===== config.mk =====
export PLATFORM = sky130hd
export DESIGN_NAME = residue_adder_tree
export DESIGN_NICKNAME = d
export VERILOG_FILES = /design/src/hw/mod461_pkg.sv /design/src/hw/residue_adder_tree.sv
export SDC_FILE = /design/constraint.sdc
export NUM_CORES = 1
export LEC_CHECK = 0
export BUFFER_PORTS_ARGS = -buffer_cell sky130_fd_sc_hd__buf_2
export CORE_AREA = 2 2 312 314
export DETAILED_ROUTE_END_ITERATION = 6
export DIE_AREA = 0 0 314 316
export HOLD_SLACK_MARGIN = 0.05
export SLEW_MARGIN = 20
export SYNTH_ARGS = -nofsm -noshare
export SYNTH_HDL_FRONTEND = slang
export SYNTH_SLANG_ARGS = --single-unit
export TNS_END_PERCENT = 20

===== constraint.sdc =====
create_clock -name clk -period 0.8 [get_ports clk]
set_input_delay 0.16 -clock clk [delete_from_list [all_inputs] [get_ports clk]]
set_output_delay 0.16 -clock clk [all_outputs]
set_load 0.005 [all_outputs]

===== src/hw/mod461_pkg.sv =====
package mod461_pkg;

	localparam int OPERAND_W = 500;
	localparam int CHUNK_W = 6;
	localparam int N_CHUNKS = 84;	// Top chunk holds only 2 bits
	localparam int MODULUS = 461;
	localparam int RES_W = 9;
	localparam int SUM_W = 13;
	localparam int N_GROUPS = 4;
	localparam int FOLD_HI = 51;	// 2**9 mod 461

	localparam int WB_DATA_W = 32;
	localparam int N_WORDS = 16;
	localparam int ADDR_W = 5;
	localparam int TOP_W = OPERAND_W - (N_WORDS - 1) * WB_DATA_W;

	typedef logic [OPERAND_W-1:0] operand_t;
	typedef logic [RES_W-1:0] residue_t;
	typedef logic [SUM_W-1:0] partial_sum_t;
	typedef logic [WB_DATA_W-1:0] wb_data_t;
	typedef logic [ADDR_W-1:0] wb_addr_t;

	// Register map above the operand words
	localparam wb_addr_t ADDR_CTRL = 5'd16;
	localparam wb_addr_t ADDR_STATUS = 5'd17;
	localparam wb_addr_t ADDR_RESULT = 5'd18;

	localparam wb_data_t TOP_MASK = wb_data_t'((1 << TOP_W) - 1);

	// Split at bits 6 and 9, result stays congruent mod 461
	function automatic partial_sum_t fold_461(input logic [SUM_W:0] x);
		return partial_sum_t'(x[5:0] + 64 * x[8:6] + FOLD_HI * x[SUM_W:9]);
	endfunction

endpackage

===== src/hw/residue_adder_tree.sv =====
module residue_adder_tree (
	input  logic                                                clk,
	input  logic                                                rst_n,
	input  logic                                                chunk_valid,
	input  mod461_pkg::residue_t [mod461_pkg::N_CHUNKS-1:0]     chunk_res,
	output logic                                                sum_valid,
	output mod461_pkg::partial_sum_t [mod461_pkg::N_GROUPS-1:0] partial_sums
);

	import mod461_pkg::*;

	// Chunks 1..81 go through three levels of triples: 27, 9, 3
	logic [RES_W+1:0] lvl1 [27];
	partial_sum_t lvl2 [9];
	logic [SUM_W:0] lvl3 [3];
	partial_sum_t [N_GROUPS-1:0] sums_d;

	always_comb
	begin
		for (int i = 0; i < 27; i++)
			lvl1[i] = chunk_res[3*i+1] + chunk_res[3*i+2] + chunk_res[3*i+3];
		for (int i = 0; i < 9; i++)
			lvl2[i] = lvl1[3*i] + lvl1[3*i+1] + lvl1[3*i+2];
		for (int i = 0; i < 3; i++)
		begin
			lvl3[i] = lvl2[3*i] + lvl2[3*i+1] + lvl2[3*i+2];
			// 27 residues can reach 12420, fold back under SUM_W
			sums_d[i] = fold_461(lvl3[i]);
		end
		// Leftover chunks plus the raw low chunk
		sums_d[N_GROUPS-1] = chunk_res[N_CHUNKS-2] + chunk_res[N_CHUNKS-1] + chunk_res[0];
	end

	always_ff @(posedge clk or negedge rst_n)
	begin
		if (!rst_n)
			sum_valid <= 1'b0;
		else
			sum_valid <= chunk_valid;
	end

	always_ff @(posedge clk)
	begin
		partial_sums <= sums_d;
	end

endmodule


=== Yosys cells after proc, flatten, opt, wreduce, memory -nomap -nowiden ===
Cells that the tools add are included.
Widths: inputs -> output; s select.

* Register bits: 48
* Output and inout bits: 53

* Add/subtract/negate cells: 86
* Multiply operators: 3

{| class="wikitable"
|+ Operators by type and width
! operator !! count
|-
| $add 10x9->11 || 28
|-
| $add 9x9->10 || 28
|-
| $add 12x11->13 || 9
|-
| $add 11x11->12 || 9
|-
| $add 13x13->14 || 3
|-
| $add 14x13->14 || 3
|-
| $add 10x11->12 || 3
|-
| $mul 6x5->11 const A || 3
|-
| $add 6x9->10 || 3
|}

=== Logic depth before layout (Yosys ltp) ===
* Word-level depth: 8
* Gate-level depth with buffers: 33
* Depth with buffers taken out: 33

=== Least setup slack after synthesis ===
OpenSTA, ideal clock, no wires.

* Path type: input port to flip-flop
* Start point: input port chunk_res[443] in the netlist's numbering
* End point: register partial_sums[21] in the netlist's numbering
* Library setup time: 0.118 ns
* Arrival time: 7.758 ns
* Setup slack: -7.076 ns
* Cell stages on the path: 30
* Path buffers: 0
* Path through: inv_1 > fa_1 > inv_1 > fa_1 > inv_1 > fa_1 > inv_1 > fa_1 > fa_1 > fa_1 > ha_1 > ha_1 > fa_1 > a21o_2 > a2111o_1 > a211oi_1 > nor2_1 > xor2_1 > ha_1 > ha_1 > ha_1 > ha_1 > inv_1 > fa_1 > nor2b_1 > o21ai_0 > a21boi_0 > o21ai_0 > nor2b_1 > xnor2_1

{| class="wikitable"
|+ RTL lines
! what !! line !! RTL
|-
| start: declaration || residue_adder_tree.sv:5 || <nowiki>input mod461_pkg::residue_t [mod461_pkg::N_CHUNKS-1:0] chunk_res,</nowiki>
|-
| end signal: assignment || residue_adder_tree.sv:44 || <nowiki>partial_sums <= sums_d;</nowiki>
|-
| end: declaration || residue_adder_tree.sv:7 || <nowiki>output mod461_pkg::partial_sum_t [mod461_pkg::N_GROUPS-1:0] partial_sums</nowiki>
|}

==> metrics.md <==
| Metric | Value |
|---|---|
| Grt ovf | 0 |
| Gate Count Post-Synth | 2,280 |
| Die width | 314 µm |
| Vias in the first global route | 19,100 |
| Setup TNS | -234,220 ps |
| Share of layout cells above drive strength 1 | 37.9% |
| Post-synthesis sequential area ratio | 4.22% |
| Total number of vias | 16,900 |
| Most common cell after layout, fill and taps aside | inv_1 |
| Mux cell area share after synthesis | 0.0492% |
| Clk slew on worst S/H paths | 80 ps |
| Initial Util | 23.8% |
| Placement Setup Slack | -7390 ps |
| HP Class | in -> async |
| Asr flop ratio synth | 2.08% |
| Nets | 4,906 |
| Drc violations | 0 |
| IO Count | 812 |
| Most frequent cells in the layout | 1,034 x inv_1, 767 x buf_2, 673 x fa_1, 178 x buf_4, 124 x ha_1 |
| Simple-gate share of the synthesized area | 1.60% |
| Routed wire length | 71.7 mm |
| Largest net degree at the start of global routing | 16 |
| Avg WL per Cell | 15.7 µm |
| Final Setup Violations | 94 |
| Routed Antenna Nets | 0 |
| TritonCTS clock tree | yes |
| First DRT Iteration DRCs | 425 |
| Worst path arrival time | 7800 ps |
| Compound-Gate Fraction of Synth Area | 3.43% |
| Setup crit start kind | primary input |
| Period utilization | 947% |
| Core ar. | 96,000 µm² |
| Post-synth EDFFs | 0 |
| Minimum clock period | 7570 ps |
| Final worst slack | -6770 ps |
| Core Rows | 114 |
| Critical Path RT | 1030 ps |
| CTS Sinks | 48 |
| Failing checks | setup timing |
| Synthesized area | 22,900 µm² |
| # fillers | 9,987 |
| Crit Path Category | in -> reg |
| DRT Pass-1 Iters | 4 |
| Post-Synth Adder-Cell Area | 70.3% |
| Crit path max fanout | 4 |
| Placer Congestion | 0.903 |
| Initial antenna violation count | 14 |
| Syn_area_per_cell | 10.0 µm² |
| Max clock buf depth | 2 |
| Yosys reg bits | 48 |
| Main combinational cell family by area after synthesis | adder cells |
| Port bufs | 806 |
| CP endpoint kind | flip-flop |
| H-tree levels | 2 |
| Maxcap violations | 0 |
| DP Wirelength | 70.0 mm |
| Die Y | 316 µm |
| Total track usage | 14.5% |
| Critical path origin | chunk_res[291] |
| Synth warn | 0 |
| Status | complete, but fails checks |
| Final Max Slew Viols | 0 |
| Hold Fails Final Rpt | 0 |
| Via/cell ratio | 3.70 |
| First-pass GRT wire length | 108 mm |
| Synth Flop Type | dfxtp_1 |
| DIE AREA | 99,200 µm² |
| Post-Synth XOR/XNOR Area | 2.21% |
| Root buffer cell | clkbuf_16 |
| Post-synthesis cell type count | 44 |
| Final core occ | 32.8% |
| CTS Buf Count | 5 |
| P&R area growth vs syn | 37.7% |
| RSZ-0062 raised after global routing | true |
| Highest Clock Rate | 132 MHz |
[kinds of logic (layout without fill, tap and decap cells)]
kind of cell	count (synthesis)	in the layout
buf+inv	1104	2101
fa+ha+maj	867	867
compound gates	121	121
simple gates	81	81
xor+xnor	57	57
flops	48	48
other cells	1	13
mux	1	1
[per-stage QoR]
stage | hold slack (ps) | cell area [µm²] | std cells
6_report | 155 | 31500 | 4565
5_1_grt | 149 | 31500 | 4564
4_1_cts | 122 | 31000 | 4553
3_5_place_dp | -64.3 | 30000 | 4520
3_3_place_gp | -65.6 | 30000 | 4520
2_1_floorplan | -136 | 23200 | 2284
[sequential cells by signal, indices dropped and copies added (netlist names)]
register and cells:
partial_sums 47, sum_valid 1
[routing by layer]
metal | GRT usage [%] | part of all wire [%] | up-vias
met1 | 20.2 | 45 | 8398
met5 | 0 | 0.038 | -
met2 | 23.9 | 49 | 357
li1 | - | - | 8088
met4 | 2.65 | 1.1 | 4
met3 | 2.35 | 5.2 | 38
[cells in the mapped netlist (2+ instances only)]
| cell type | instances | area share (%) |
|---|---|---|
| o21ai_0 | 24 | 0.52 |
| o21bai_1 | 7 | 0.23 |
| a211oi_1 | 7 | 0.23 |
| a211o_1 | 2 | 0.077 |
| a21o_1 | 17 | 0.56 |
| nor2b_1 | 8 | 0.22 |
| nand2b_1 | 3 | 0.082 |
| o21a_1 | 8 | 0.26 |
| ha_1 | 170 | 9.3 |
| inv_1 | 1099 | 18 |
| o31ai_1 | 2 | 0.066 |
| fa_1 | 697 | 61 |
| nor2_1 | 24 | 0.39 |
| o211ai_1 | 6 | 0.20 |
| and3_1 | 2 | 0.055 |
| xor2_1 | 23 | 0.88 |
| buf_4 | 5 | 0.16 |
| nand4_1 | 2 | 0.055 |
| o2111ai_1 | 2 | 0.077 |
| a21oi_1 | 33 | 0.72 |
| dfxtp_1 | 47 | 4.1 |
| nand2_1 | 30 | 0.49 |
| nor3_1 | 7 | 0.15 |
| xnor2_1 | 33 | 1.3 |
| a2bb2oi_1 | 2 | 0.077 |
| a21boi_0 | 2 | 0.066 |
[critical path, stage by stage]
cell and delay (ps):
buf_2 160, inv_1 80, fa_1 490, inv_1 50
fa_1 580, fa_1 450, fa_1 520, fa_1 430
fa_1 470, fa_1 520, fa_2 370, a21o_2 200
a2111o_1 460, a211oi_2 210, nor2_2 80, xor2_2 280
fa_1 510, ha_4 290, inv_2 30, fa_1 490
inv_2 50, ha_4 280, o21ai_2 70, a21boi_2 160
o21ai_2 90, a21oi_2 140, xor2_1 170
[final cells by class]
cell class	instances	area, µm²	share of cell area (%)
multi-input cells	1132	18800	59.7
repair buffers	994	5760	18.3
inverters	1099	4160	13.2
well taps	1276	1600	5.07
flip-flops and latches	48	1000	3.18
clock buffers	6	139	0.441
diodes	8	20.0	0.0635
clock inverters	2	13.8	0.0437
[worst paths after layout]
path / to / depth (start not counted) / slack, ps
hold / removal: sum_valid / 2 / 160
max in group asynchronous: sum_valid / 2 / 560
setup / recovery: partial_sums[23] / 27 / -6770
min in group clk: partial_sums[39] / 4 / 220
[repair_timing]
action / in CTS / in global routing
buffers inserted: 26 / 9
pin swaps: 122 / 67
endpoints found under the hold margin: 2 / 0
hold buffers: 2 / 0
resized for setup: 160 / 113
setup endpoints to repair: 94 / 94
Power is left out: the tool's default activity adds up to more than one toggle a clock period on the data nets, which glitch-free logic cannot reach.
