## config.mk

```make
export PLATFORM = sky130hd
export DESIGN_NAME = residue_fold
export DESIGN_NICKNAME = d
export VERILOG_FILES = /design/src/hw/mod461_pkg.sv /design/src/hw/residue_fold.sv
export SDC_FILE = /design/constraint.sdc
export NUM_CORES = 1
export LEC_CHECK = 0
export BUFFER_PORTS_ARGS = -buffer_cell sky130_fd_sc_hd__buf_2
export CELL_PAD_IN_SITES_DETAIL_PLACEMENT = 0
export CELL_PAD_IN_SITES_GLOBAL_PLACEMENT = 1
export CORE_ASPECT_RATIO = 1.4
export CORE_UTILIZATION = 47
export DETAILED_ROUTE_END_ITERATION = 8
export GPL_TIMING_DRIVEN = 1
export PLACE_DENSITY_LB_ADDON = 0.1
export SETUP_SLACK_MARGIN = 0.05
export SLEW_MARGIN = 25
export SYNTH_ARGS = -nofsm -noshare
export SYNTH_HDL_FRONTEND = slang
export SYNTH_SLANG_ARGS = --single-unit
```

## constraint.sdc

```tcl
create_clock -name clk -period 0.8 [get_ports clk]
set_clock_uncertainty 0.05 [all_clocks]
set_input_delay 0.16 -clock clk [delete_from_list [all_inputs] [get_ports clk]]
set_output_delay 0.16 -clock clk [all_outputs]
set_load 0.02 [all_outputs]
```

## src/hw/mod461_pkg.sv

```systemverilog
package mod461_pkg;

	localparam int OPERAND_W = 500;
	localparam int CHUNK_W = 6;
	localparam int N_CHUNKS = 84;	// Top chunk holds only 2 bits
	localparam int MODULUS = 461;
	localparam int RES_W = 9;
	localparam int SUM_W = 13;
	localparam int N_GROUPS = 4;
	localparam int FOLD_HI = 51;	// 2**9 mod 461

	localparam int WB_DATA_W = 32;
	localparam int N_WORDS = 16;
	localparam int ADDR_W = 5;
	localparam int TOP_W = OPERAND_W - (N_WORDS - 1) * WB_DATA_W;

	typedef logic [OPERAND_W-1:0] operand_t;
	typedef logic [RES_W-1:0] residue_t;
	typedef logic [SUM_W-1:0] partial_sum_t;
	typedef logic [WB_DATA_W-1:0] wb_data_t;
	typedef logic [ADDR_W-1:0] wb_addr_t;

	// Register map above the operand words
	localparam wb_addr_t ADDR_CTRL = 5'd16;
	localparam wb_addr_t ADDR_STATUS = 5'd17;
	localparam wb_addr_t ADDR_RESULT = 5'd18;

	localparam wb_data_t TOP_MASK = wb_data_t'((1 << TOP_W) - 1);

	// Split at bits 6 and 9, result stays congruent mod 461
	function automatic partial_sum_t fold_461(input logic [SUM_W:0] x);
		return partial_sum_t'(x[5:0] + 64 * x[8:6] + FOLD_HI * x[SUM_W:9]);
	endfunction

endpackage
```

## src/hw/residue_fold.sv

```systemverilog
module residue_fold (
	input  logic                                                clk,
	input  logic                                                rst_n,
	input  logic                                                sum_valid,
	input  mod461_pkg::partial_sum_t [mod461_pkg::N_GROUPS-1:0] partial_sums,
	output logic                                                res_valid,
	output mod461_pkg::residue_t                                residue
);

	import mod461_pkg::*;

	partial_sum_t [N_GROUPS-1:0] folded;
	partial_sum_t pair_lo;
	partial_sum_t pair_hi;
	partial_sum_t total;
	residue_t residue_d;

	always_comb
	begin
		for (int i = 0; i < N_GROUPS; i++)
			folded[i] = fold_461({1'b0, partial_sums[i]});	// Each below 1277
		pair_lo = fold_461({1'b0, folded[0] + folded[1]});
		pair_hi = fold_461({1'b0, folded[2] + folded[3]});

		// Last fold leaves at most 613, so one subtraction is enough
		total = fold_461({1'b0, pair_lo + pair_hi});
		if (total >= MODULUS)
			residue_d = residue_t'(total - MODULUS);
		else
			residue_d = residue_t'(total);
	end

	always_ff @(posedge clk or negedge rst_n)
	begin
		if (!rst_n)
			res_valid <= 1'b0;
		else
			res_valid <= sum_valid;
	end

	always_ff @(posedge clk)
	begin
		residue <= residue_d;
	end

endmodule

```

Word-level counts from Yosys, hierarchy flattened
Cells that the tools add are included.

cells by class
  $add $sub $neg = 18
  multipliers = 7
  order comparisons = 1
  mux-type cells = 1

operators with widths
  kind                  number
  $add 6x9->10          7
  $add 10x10->11        4
  $mul 6x4->10 const A  4
  $add 11x11->12        3
  $add 10x9->11         3
  $mul 6x3->9 const A   3
  $ge 11x9->1 const B   1
  $mux 9                1
  $sub 9x9->9 const B   1

word-level totals
  flip-flop bits (word level) = 10
  input bits = 55
  output and inout bits = 10
  logic and storage cells = 29

Logic depth before layout (Yosys ltp)
Gate-level depths: netlist (run 1).

  depth after elaboration = 10
  depth in mapped cells = 46
  depth with buffers taken out = 46

Least setup slack after synthesis (run 1)
Ideal clock, no wire load.

  kind = input-to-reg
  from = in partial_sums[50] (netlist bit)
  to = reg residue[1]
  setup time = 0.121 ns
  data arrival time = 10.421 ns
  data required time = 0.629 ns
  setup slack = -9.792 ns
  cell stages on the path = 42
  buffers on the path = 0
  path through = inv_1 > ha_1 > inv_1 > fa_1 > fa_1 > fa_1 > inv_1 > fa_1 > inv_1 > ha_1 > a21oi_1 > o21bai_1 > a2111o_1 > a31o_2 > a21o_1 > xnor2_1 > ha_1 > inv_1 > [6 not listed] > inv_1 > fa_1 > inv_1 > a21oi_1 > o21ai_0 > a21o_1 > a21o_1 > a31oi_1 > xnor2_1 > ha_1 > fa_1 > fa_1 > nand3_1 > nand2_1 > xnor2_1 > or3_4 > a41oi_4 > mux2_4

between the ends
  longest elaborated chain between the ends = 10
  elaborated cells on any way between the ends = 13
  classes of those cells = add/sub (8); mul (3); order compare (1); mux (1)

ends and longest elaborated chain
  what                                                line                                    text
  from (decl)                                         residue_fold.sv:5                       input mod461_pkg::partial_sum_t [mod461_pkg::N_GROUPS-1:0] partial_sums,
  $mul 6x4->10 *                                      mod461_pkg.sv:32                        return partial_sum_t'(x[5:0] + 64 * x[8:6] + FOLD_HI * x[SUM_W:9]);
  $add 10x10->11 *                                    mod461_pkg.sv:32
  $add 11x11->12 *                                    residue_fold.sv:23                      pair_hi = fold_461({1'b0, folded[2] + folded[3]});
  $mul 6x3->9 / $add 6x9->10 (equally long branches)  mod461_pkg.sv:32
  $add 10x9->11 *                                     mod461_pkg.sv:32
  $add 11x11->12 *                                    residue_fold.sv:26                      total = fold_461({1'b0, pair_lo + pair_hi});
  $mul 6x3->9 / $add 6x9->10 (equally long branches)  mod461_pkg.sv:32
  $add 10x9->11 *                                     mod461_pkg.sv:32
  $sub 9x9->9 / $ge 11x9->1 (equally long branches)   residue_fold.sv:28, residue_fold.sv:27
  $mux 9 *                                            residue_fold.sv:27                      if (total >= MODULUS)
  net residue_d[1]                                    residue_fold.sv:16                      residue_t residue_d;
  to (signal assigned)                                residue_fold.sv:43                      residue <= residue_d;
  to (decl)                                           residue_fold.sv:7                       output mod461_pkg::residue_t residue

The timed path passes the listed nets; every way through them passes the cells marked *.

Final worst setup path (run 1)
  from = in partial_sums[27] (netlist bit)
  to = reg residue[1]

between the ends
  longest elaborated chain between the ends = 10
  elaborated cells on any way between the ends = 13
  classes of those cells = add/sub (9); mul (2); order compare (1); mux (1)

ends and longest elaborated chain
  what                                                line
  $add 6x9->10 *                                      mod461_pkg.sv:32
  $add 10x10->11 *                                    mod461_pkg.sv:32
  $add 11x11->12 *                                    residue_fold.sv:23
  $mul 6x3->9 / $add 6x9->10 (equally long branches)  mod461_pkg.sv:32
  $add 10x9->11 *                                     mod461_pkg.sv:32
  $add 11x11->12 *                                    residue_fold.sv:26
  $mul 6x3->9 / $add 6x9->10 (equally long branches)  mod461_pkg.sv:32
  $add 10x9->11 *                                     mod461_pkg.sv:32
  $sub 9x9->9 / $ge 11x9->1 (equally long branches)   residue_fold.sv:28, residue_fold.sv:27
  $mux 9 *                                            residue_fold.sv:27
  net residue_d[1]                                    residue_fold.sv:16

Marked as above.

==> key figures, run 1 <==
Place
  – Post-DP HPWL: 9590 um
  – Input/output buffers: 64
  – GP Congestion: 0.852
  – Placed Area: 6370 um2

Critical path
  – Slowest CP cell: fa_2
  – Worst EP required: 870 ps
  – Critical-path maximum fanout: 6
  – Crit Path Class: in -> reg
  – WP data arrival: 10040 ps
  – Cell mode on critical path: fa_1
  – Crit end category: register
  – CP Launch Type: primary input
  – Worst path max stage delay: 590 ps

STA
  – Final worst path period share: 1250%
  – Final setup margin: -9180 ps
  – Final Max Tran Viols: 0
  – Max Fclk: 0.100 GHz
  – Crit path time final: 9980 ps
  – RSZ-0062 raised after global routing: true
  – Slew HR: 73.0%
  – Hold Fails Final Rpt: 0
  – Final setup viols: 19
  – Slew @ Worst Pin: 400 ps

Detailed routing
  – Initial drt markers: 46
  – Total Wirelength: 10500 um
  – DR WL/cell: 12.4 um
  – DR pass1 iterations: 4
  – Vias per std cell: 4.67
  – Detail Route Antenna Nets: 0
  – DRC: 0
  – Via count: 3964

Layout
  – Final nets: 963
  – # diodes: 0
  – Area delta synth->final: 39.5%
  – Share of layout cells above drive strength 1: 37.2%
  – Design Area, Final: 6790 um2

Logic synthesis
  – Top cells by area, synth: fa_1, ha_1, inv_1, dfxtp_1, xnor2_1
  – Post-synthesis cell count: 520
  – FF+latch count, synth: 10
  – Post-synthesis sequential area ratio: 4.22%
  – EDFF count, synth: 0
  – Post-synth top area cell: fa_1
  – Ys Warns: 0
  – Syn_nets: 769
  – Asr flop ratio synth: 10.0%
  – Cell area after synthesis: 4870 um2
  – Synth top area share: 32.5%
  – Unique masters post-synth: 33
  – Mean Syn Cell Area: 9.36 um2
  – Main synth FF type: dfxtp_1

Die
  – Die span in y: 122 um
  – Num ports: 65
  – Die area: 10800 um2
  – Initial Utilization: 48.6%
  – Core Rows: 43
  – Core Footprint: 10000 um2
  – Chip Width: 88.0 um

Global routing
  – First-pass GRT wire length: 17300 um
  – Grt ovf: 0
  – Initial antenna violation count: 0
  – Total GRT Usage: 20.6%
  – Largest net degree at the start of global routing: 7
  – Vias in the first global route: 4136

Clock network
  – H-tree levels: 1
  – Clock transition at path regs: 40 ps
  – Clock Path Buffers: 2
  – Num CTS Buffers: 3
  – Root Buffer: clkbuf_16
  – Clock sinks: 10
  – CTS tree: built

Min path
  – Min-Delay Path Class: in -> async

Run status
  – Failing checks: setup timing
  – Status: complete, but fails checks

Job
  – Max_cap viols: 0
-- synth_stat cells (all sizes together) (4+ instances only) --
library cell,number
a21o,12
a21oi,21
dfxtp,9
fa,79
ha,115
inv,170
nand2,8
nor2,15
nor3,4
o21ai,12
o21bai,6
or2,6
xnor2,19
xor2,18
-- logic make-up (layout without fill, tap and decap cells) --
kind of cell	count (synthesis)	count (layout)	synth area share, %
AO/OA/AOI/OAI	66	66	9.20
flip-flops	10	10	4.22
XOR/XNOR	37	37	6.81
multiplexers	1	1	0.308
adder cells (fa/ha/maj)	194	194	62.1
buffers and inverters	170	363	13.1
AND/OR/NAND/NOR	42	42	4.29
-- area by class of cell --
type                            instances  area, um2
Clock buffer                            4       88.8
Fill cell                             858       3220
Inverter                              170        638
Multi-Input combinational cell        340       4300
Sequential cell                        10        215
Tap cell                              135        169
Timing Repair Buffer                  189       1380
-- flip-flops by register name (all words and copies together), names as in the netlist --
signal,cells
residue,9
res_valid,1
-- through the flow --
step                setup WS [ps]  hold WS, ps  TNS [ps]  utilization [%]  cells
detailed placement          -9560         -115    -85200             63.6    836
floorplan                   -9000         -186    -79810                -    520
global placement            -9330         -116    -83110             63.6    836
CTS                         -9230          178    -83100             66.7    846
global route                -9570          192    -86520             67.8    848
finish                      -9180          182    -82740             67.8    848
-- routing by layer --
metal | up-vias | GRT usage [%] | share of wire (%)
met2 | 51 | 43.5 | 60
met3 | 14 | 1.21 | 1.1
met1 | 1915 | 20.9 | 36
met5 | - | 0 | 0
li1 | 1984 | - | -
met4 | 0 | 5.02 | 2.5
-- worst max-delay path: cells and delay by family --
kind,cells,cell delay [ps]
adder cells (fa/ha/maj),15,5710
AO/OA/AOI/OAI,15,2720
buffers and inverters,9,640
XOR/XNOR,3,500
multiplexers,1,330
-- final timing paths --
kind                                   from             endpoint  slack, ps
min in group clk                  sum_valid  res_valid$_DFF_PN0_        440
min                                   rst_n  res_valid$_DFF_PN0_        180
max in group asynchronous             rst_n  res_valid$_DFF_PN0_        430
max                        partial_sums[27]   residue[1]$_DFF_P_      -9180
-- placed cells by master (no fill, tap or decap), drive strengths merged, types with 2 or more instances in the layout --
master       Yosys  routed
a2111o           2       2
a211o            2       2
a21o            12      12
a21oi           21      21
a31o             3       3
a31oi            3       3
buf              0     187
clkbuf           0       4
dfxtp            9       9
dlygate4sd3      0       2
fa              79      79
ha             115     115
inv            170     170
nand2            8       8
nand2b           2       2
nand3            3       3
nor2            15      15
nor3             4       4
o21a             2       2
o21ai           12      12
o21bai           6       6
or2              6       6
or3              2       2
xnor2           19      19
xor2            18      18
-- repair_timing --
item / CTS / global route
pin swaps: 15 / 19
endpoints found under the hold margin: 2 / 0
endpoints found under the setup margin: 19 / 20
setup buffers: 5 / 3
hold buffers: 2 / 0
gates resized for setup: 54 / 21
cloned: 0 / 0
Power of run 1 is left out: the tool's default activity adds up to more than one toggle a clock period on the data nets, which glitch-free logic cannot reach.
==> inputs of run 2 (changes only) <==
--- a/config.mk
+++ b/config.mk
@@ -5,14 +5,15 @@
 export SDC_FILE = /design/constraint.sdc
 export NUM_CORES = 1
 export LEC_CHECK = 0
+export ABC_AREA = 1
 export BUFFER_PORTS_ARGS = -buffer_cell sky130_fd_sc_hd__buf_2
 export CELL_PAD_IN_SITES_DETAIL_PLACEMENT = 0
 export CELL_PAD_IN_SITES_GLOBAL_PLACEMENT = 1
 export CORE_ASPECT_RATIO = 1.4
-export CORE_UTILIZATION = 47
+export CORE_UTILIZATION = 46
 export DETAILED_ROUTE_END_ITERATION = 8
 export GPL_TIMING_DRIVEN = 1
-export PLACE_DENSITY_LB_ADDON = 0.1
+export PLACE_DENSITY_LB_ADDON = 0.05
 export SETUP_SLACK_MARGIN = 0.05
 export SLEW_MARGIN = 25
 export SYNTH_ARGS = -nofsm -noshare
==> key figures, run 2 <==
Layout
  – Commonest cells after routing, fill and taps aside: inv_1, buf_4, ha_1
  – Largest Register: residue
  – # diodes: 0
  – Max FFs per register: 9
  – Largest registers: residue (9), res_valid (1)
  – Area delta synth->final: 36.6%
  – Share of layout cells above drive strength 1: 32.0%
  – Most common cell after layout, fill and taps aside: inv_1
  – Final nets: 1074

Critical path
  – Worst path max stage delay: 640 ps
  – Worst EP required: 870 ps
  – Critical-path maximum fanout: 6
  – Crit Path Class: in -> reg
  – Crit path capture: residue[5]$_DFF_P_
  – WP data arrival: 9150 ps
  – Slowest CP cell: fa_2
  – CP Launch Type: primary input
  – Crit path launch: partial_sums[35]
  – Crit end category: register

Global routing
  – M2 GR Usage: 48.0%
  – Initial antenna violation count: 0
  – Total GRT Usage: 22.1%
  – GR Util met3: 1.01%
  – Grt ovf: 0
  – Largest net degree at the start of global routing: 12
  – Vias in the first global route: 5048
  – First-pass GRT wire length: 21100 um
  – Met1 GRT Util: 21.8%
  – GR peak layer: met2

Detailed routing
  – Vias per std cell: 4.75
  – DRC: 0
  – Initial drt markers: 65
  – Total Wirelength: 12100 um
  – DR pass1 iterations: 4
  – Via count: 4581
  – Detail Route Antenna Nets: 0
  – DR WL/cell: 12.5 um

Logic synthesis
  – Count leader, synth: inv_1
  – Top cells by area, synth: fa_1, ha_1, inv_1, nand2_1, dfxtp_1
  – Asr flop ratio synth: 10.0%
  – Mean Syn Cell Area: 8.22 um2
  – Ys Warns: 0
  – Synth top cells by count: inv_1, ha_1, nand2_1
  – Post-synthesis cell count: 637
  – EDFF count, synth: 0
  – Post-synth top area cell: fa_1
  – Main synth FF type: dfxtp_1
  – Synth top area share: 30.2%
  – Cell area after synthesis: 5240 um2
  – Syn_nets: 886
  – Post-synthesis sequential area ratio: 3.92%
  – Unique masters post-synth: 31
  – FF+latch count, synth: 10

Place
  – Post-DP HPWL: 11000 um
  – Worst slack, placed: -8570 ps
  – GP Congestion: 0.869
  – Input/output buffers: 64

Die
  – Chip Width: 92.2 um
  – Initial Utilization: 47.7%
  – Die span in y: 128 um
  – Core Rows: 45
  – Core Footprint: 11000 um2
  – Num ports: 65
  – Die area: 11800 um2

Clock network
  – H-tree levels: 1
  – Num CTS Buffers: 3
  – CTS tree: built
  – Root Buffer: clkbuf_16
  – Clock sinks: 10
  – Clock Path Buffers: 2
  – Clock transition at path regs: 40 ps

STA
  – Crit path time final: 9070 ps
  – Final setup margin: -8270 ps
  – RSZ-0062 raised after global routing: true
  – Max Fclk: 0.110 GHz
  – Slew HR: 72.3%
  – Final setup viols: 19
  – Slew @ Worst Pin: 415 ps
  – Hold Fails Final Rpt: 0
  – Final Max Tran Viols: 0
  – Final worst path period share: 1130%

Run status
  – Status: complete, but fails checks
  – Failing checks: setup timing

Job
  – Max_cap viols: 0

Min path
  – Min-Delay Path Class: in -> reg
-- run 2: what timing repair did --
action,in CTS,in global routing
setup endpoints to repair,19,20
gates resized for setup,49,25
cloned,2,0
endpoints found under the hold margin,2,0
buffers inserted,9,2
hold buffers,2,0
pin swaps,24,24
-- run 2: how the worst min path moves through the flow --
stage / slack [ps] / endpoint / from / depth (start not counted)
2_1_floorplan: -190 / res_valid$_DFF_PN0_ / rst_n / 0
6_report: 180 / res_valid$_DFF_PN0_ / sum_valid / 2
4_1_cts: 170 / res_valid$_DFF_PN0_ / rst_n / 2
5_1_grt: 180 / res_valid$_DFF_PN0_ / sum_valid / 2
3_5_place_dp: -110 / res_valid$_DFF_PN0_ / rst_n / 1
3_3_place_gp: -120 / res_valid$_DFF_PN0_ / rst_n / 1
-- run 2: logic make-up (layout without fill, tap and decap cells) --
kind of cell    Yosys count  after routing  synth area share [%]
xor+xnor                 29             29                  4.85
buf+inv                 206            391                  14.8
flops                    10             10                  3.92
simple gates            149            151                  13.3
fa+ha+maj               194            194                  57.7
compound gates           49             49                  5.47
-- run 2: layer usage --
metal | routed length (um) | part of all wire [%] | vias to the layer above
met2 | 7250 | 60 | 70
li1 | - | - | 2315
met4 | 313 | 2.6 | 0
met5 | 0 | 0 | -
met3 | 162 | 1.3 | 29
met1 | 4340 | 36 | 2167
-- run 2: critical path, delay by kind of cell --
kind,cells,cell delay [ps]
and+or+nand+nor,9,910
AOI/OAI and AO/OA,5,690
buffers and inverters,10,560
xor gates and xnor gates,2,390
adders and majority gates,15,6430
-- run 2: cell type report --
class / count / area, um2
Timing Repair Buffer: 181 / 1300
Clock buffer: 4 / 78.8
Sequential cell: 10 / 215
Inverter: 206 / 773
Tap cell: 141 / 176
Multi-Input combinational cell: 423 / 4610
Fill cell: 977 / 3830
-- run 2: per-stage QoR --
| step | instance area, um2 | setup TNS (ps) | utilization, % | instances | hold slack [ps] |
|---|---|---|---|---|---|
| 2_1_floorplan | 5380 | -71590 | - | 637 | -186 |
| 3_3_place_gp | 6660 | -75780 | 60.6 | 946 | -116 |
| 3_5_place_dp | 6660 | -77100 | 60.6 | 946 | -113 |
| 4_1_cts | 7020 | -74260 | 63.9 | 963 | 171 |
| 5_1_grt | 7150 | -78700 | 65.2 | 965 | 182 |
| 6_report | 7150 | -75090 | 65.2 | 965 | 182 |
Power of run 2 is left out for the same reason.
==> inputs of run 3 (changes only) <==
--- a/config.mk
+++ b/config.mk
@@ -9,7 +9,7 @@
 export BUFFER_PORTS_ARGS = -buffer_cell sky130_fd_sc_hd__buf_2
 export CELL_PAD_IN_SITES_DETAIL_PLACEMENT = 0
 export CELL_PAD_IN_SITES_GLOBAL_PLACEMENT = 1
-export CORE_ASPECT_RATIO = 1.4
+export CORE_ASPECT_RATIO = 1.75
 export CORE_UTILIZATION = 46
 export DETAILED_ROUTE_END_ITERATION = 8
 export GPL_TIMING_DRIVEN = 1
==> key figures, run 3 (synthesized netlist as in run 2, its figures left out) <==
Clock network
  – H-tree levels: 1
  – Clock Path Buffers: 2
  – Num CTS Buffers: 3
  – Root Buffer: clkbuf_16
  – CTS tree: built
  – Clock sinks: 10
  – Clock transition at path regs: 40 ps

Place
  – Input/output buffers: 64
  – Post-DP HPWL: 11400 um
  – GP Congestion: 0.836

Run status
  – Status: complete, but fails checks
  – Failing checks: setup timing

Detailed routing
  – Initial drt markers: 71
  – DR WL/cell: 13.2 um
  – Detail Route Antenna Nets: 0
  – Via count: 4602
  – Total Wirelength: 12700 um
  – DRC: 0
  – DR pass1 iterations: 4
  – Vias per std cell: 4.80

Global routing
  – Total GRT Usage: 23.6%
  – Grt ovf: 0
  – First-pass GRT wire length: 21200 um
  – Largest net degree at the start of global routing: 12
  – Initial antenna violation count: 0
  – Vias in the first global route: 5026

STA
  – Final worst path period share: 1150%
  – Slew HR: 80.4%
  – Crit path time final: 9220 ps
  – RSZ-0062 raised after global routing: true
  – Final setup margin: -8420 ps
  – Max Fclk: 0.109 GHz
  – Hold Fails Final Rpt: 0
  – Sum of negative setup slack: -76330 ps
  – Final Max Tran Viols: 0
  – Final setup viols: 19
  – Slew @ Worst Pin: 293 ps

Die
  – Core Footprint: 11100 um2
  – Core Rows: 51
  – Die area: 11800 um2
  – Chip Width: 82.6 um
  – Initial Utilization: 47.1%
  – Die span in y: 143 um
  – Num ports: 65

Layout
  – Area delta synth->final: 37.1%
  – Largest registers: residue (9), res_valid (1)
  – Share of layout cells above drive strength 1: 33.1%
  – Largest Register: residue
  – Max FFs per register: 9
  – Commonest cells after routing, fill and taps aside: inv_1, buf_4, ha_1
  – Most common cell after layout, fill and taps aside: inv_1
  – Final nets: 1077
  – # diodes: 0

Critical path
  – Crit Path Class: in -> reg
  – Worst path max stage delay: 590 ps
  – Cell mode on critical path: inv_2
  – Crit end category: register
  – WP data arrival: 9340 ps
  – Worst EP required: 930 ps
  – CP Launch Type: primary input
  – Critical-path maximum fanout: 6
  – Slowest CP cell: fa_2

Min path
  – Min-Delay Path Class: in -> async

Job
  – Max_cap viols: 0
-- run 3: cell types whose count changed in the layout (fill, tap and decap cells not counted), sizes merged --
| cell | previous run | this run |
|---|---|---|
| dlymetal6s4s | 1 | 0 |
| buf | 179 | 182 |
| dlygate4sd3 | 1 | 2 |
-- run 3: worst max-delay path, delay by kind of cell --
kind | cells | cell delay [ps]
AOI/OAI and AO/OA | 5 | 670
buffers and inverters | 11 | 710
adders and majority gates | 16 | 6490
and+or+nand+nor | 9 | 960
xor gates and xnor gates | 2 | 330
-- run 3: worst max-delay path by stage --
| stage | from | endpoint | slack [ps] | cells after the start |
|---|---|---|---|---|
| after global routing | partial_sums[50] | residue[3]$_DFF_P_ | -8760 | 47 |
| after global placement | partial_sums[35] | residue[2]$_DFF_P_ | -8580 | 46 |
| final | partial_sums[31] | residue[3]$_DFF_P_ | -8420 | 43 |
| after detailed placement | partial_sums[35] | residue[6]$_DFF_P_ | -8660 | 46 |
| after floorplan | partial_sums[5] | residue[0]$_DFF_P_ | -7960 | 39 |
| after CTS | partial_sums[31] | residue[7]$_DFF_P_ | -8290 | 42 |
-- run 3: what timing repair did --
action,CTS,global route
gates cloned,2,0
endpoints found under the hold margin,2,0
gates resized for setup,46,31
endpoints found under the setup margin,19,19
setup buffers,4,4
hold buffers,2,0
pin swaps,15,31
-- run 3: metal layers --
layer	up-vias	wire length [um]	global-route usage, %	share of wire, %
met4	0	629	9.98	5.0
met5	-	0	0	0
met1	2170	4120	20.2	33
li1	2322	-	-	-
met2	72	7690	50.6	61
met3	38	225	1.73	1.8
-- run 3: cell type report --
| class | count | area (um2) |
|---|---|---|
| well taps | 132 | 165 |
| inverters | 206 | 773 |
| fillers | 990 | 3930 |
| clock buffers | 4 | 88.8 |
| multi-input cells | 423 | 4630 |
| repair buffers | 184 | 1300 |
| flip-flops and latches | 10 | 215 |
-- run 3: metrics by stage --
stage          cell area [um2]  setup WS [ps]  hold WS [ps]  utilization [%]  std cells
2_1_floorplan             5380          -7960          -186                -        637
3_3_place_gp              6690          -8580          -116             60.3        943
3_5_place_dp              6690          -8660          -114             60.3        943
4_1_cts                   7010          -8290           179             63.2        955
5_1_grt                   7180          -8760           197             64.6        959
6_report                  7180          -8420           175             64.6        959
Power of run 3 is left out for the same reason.
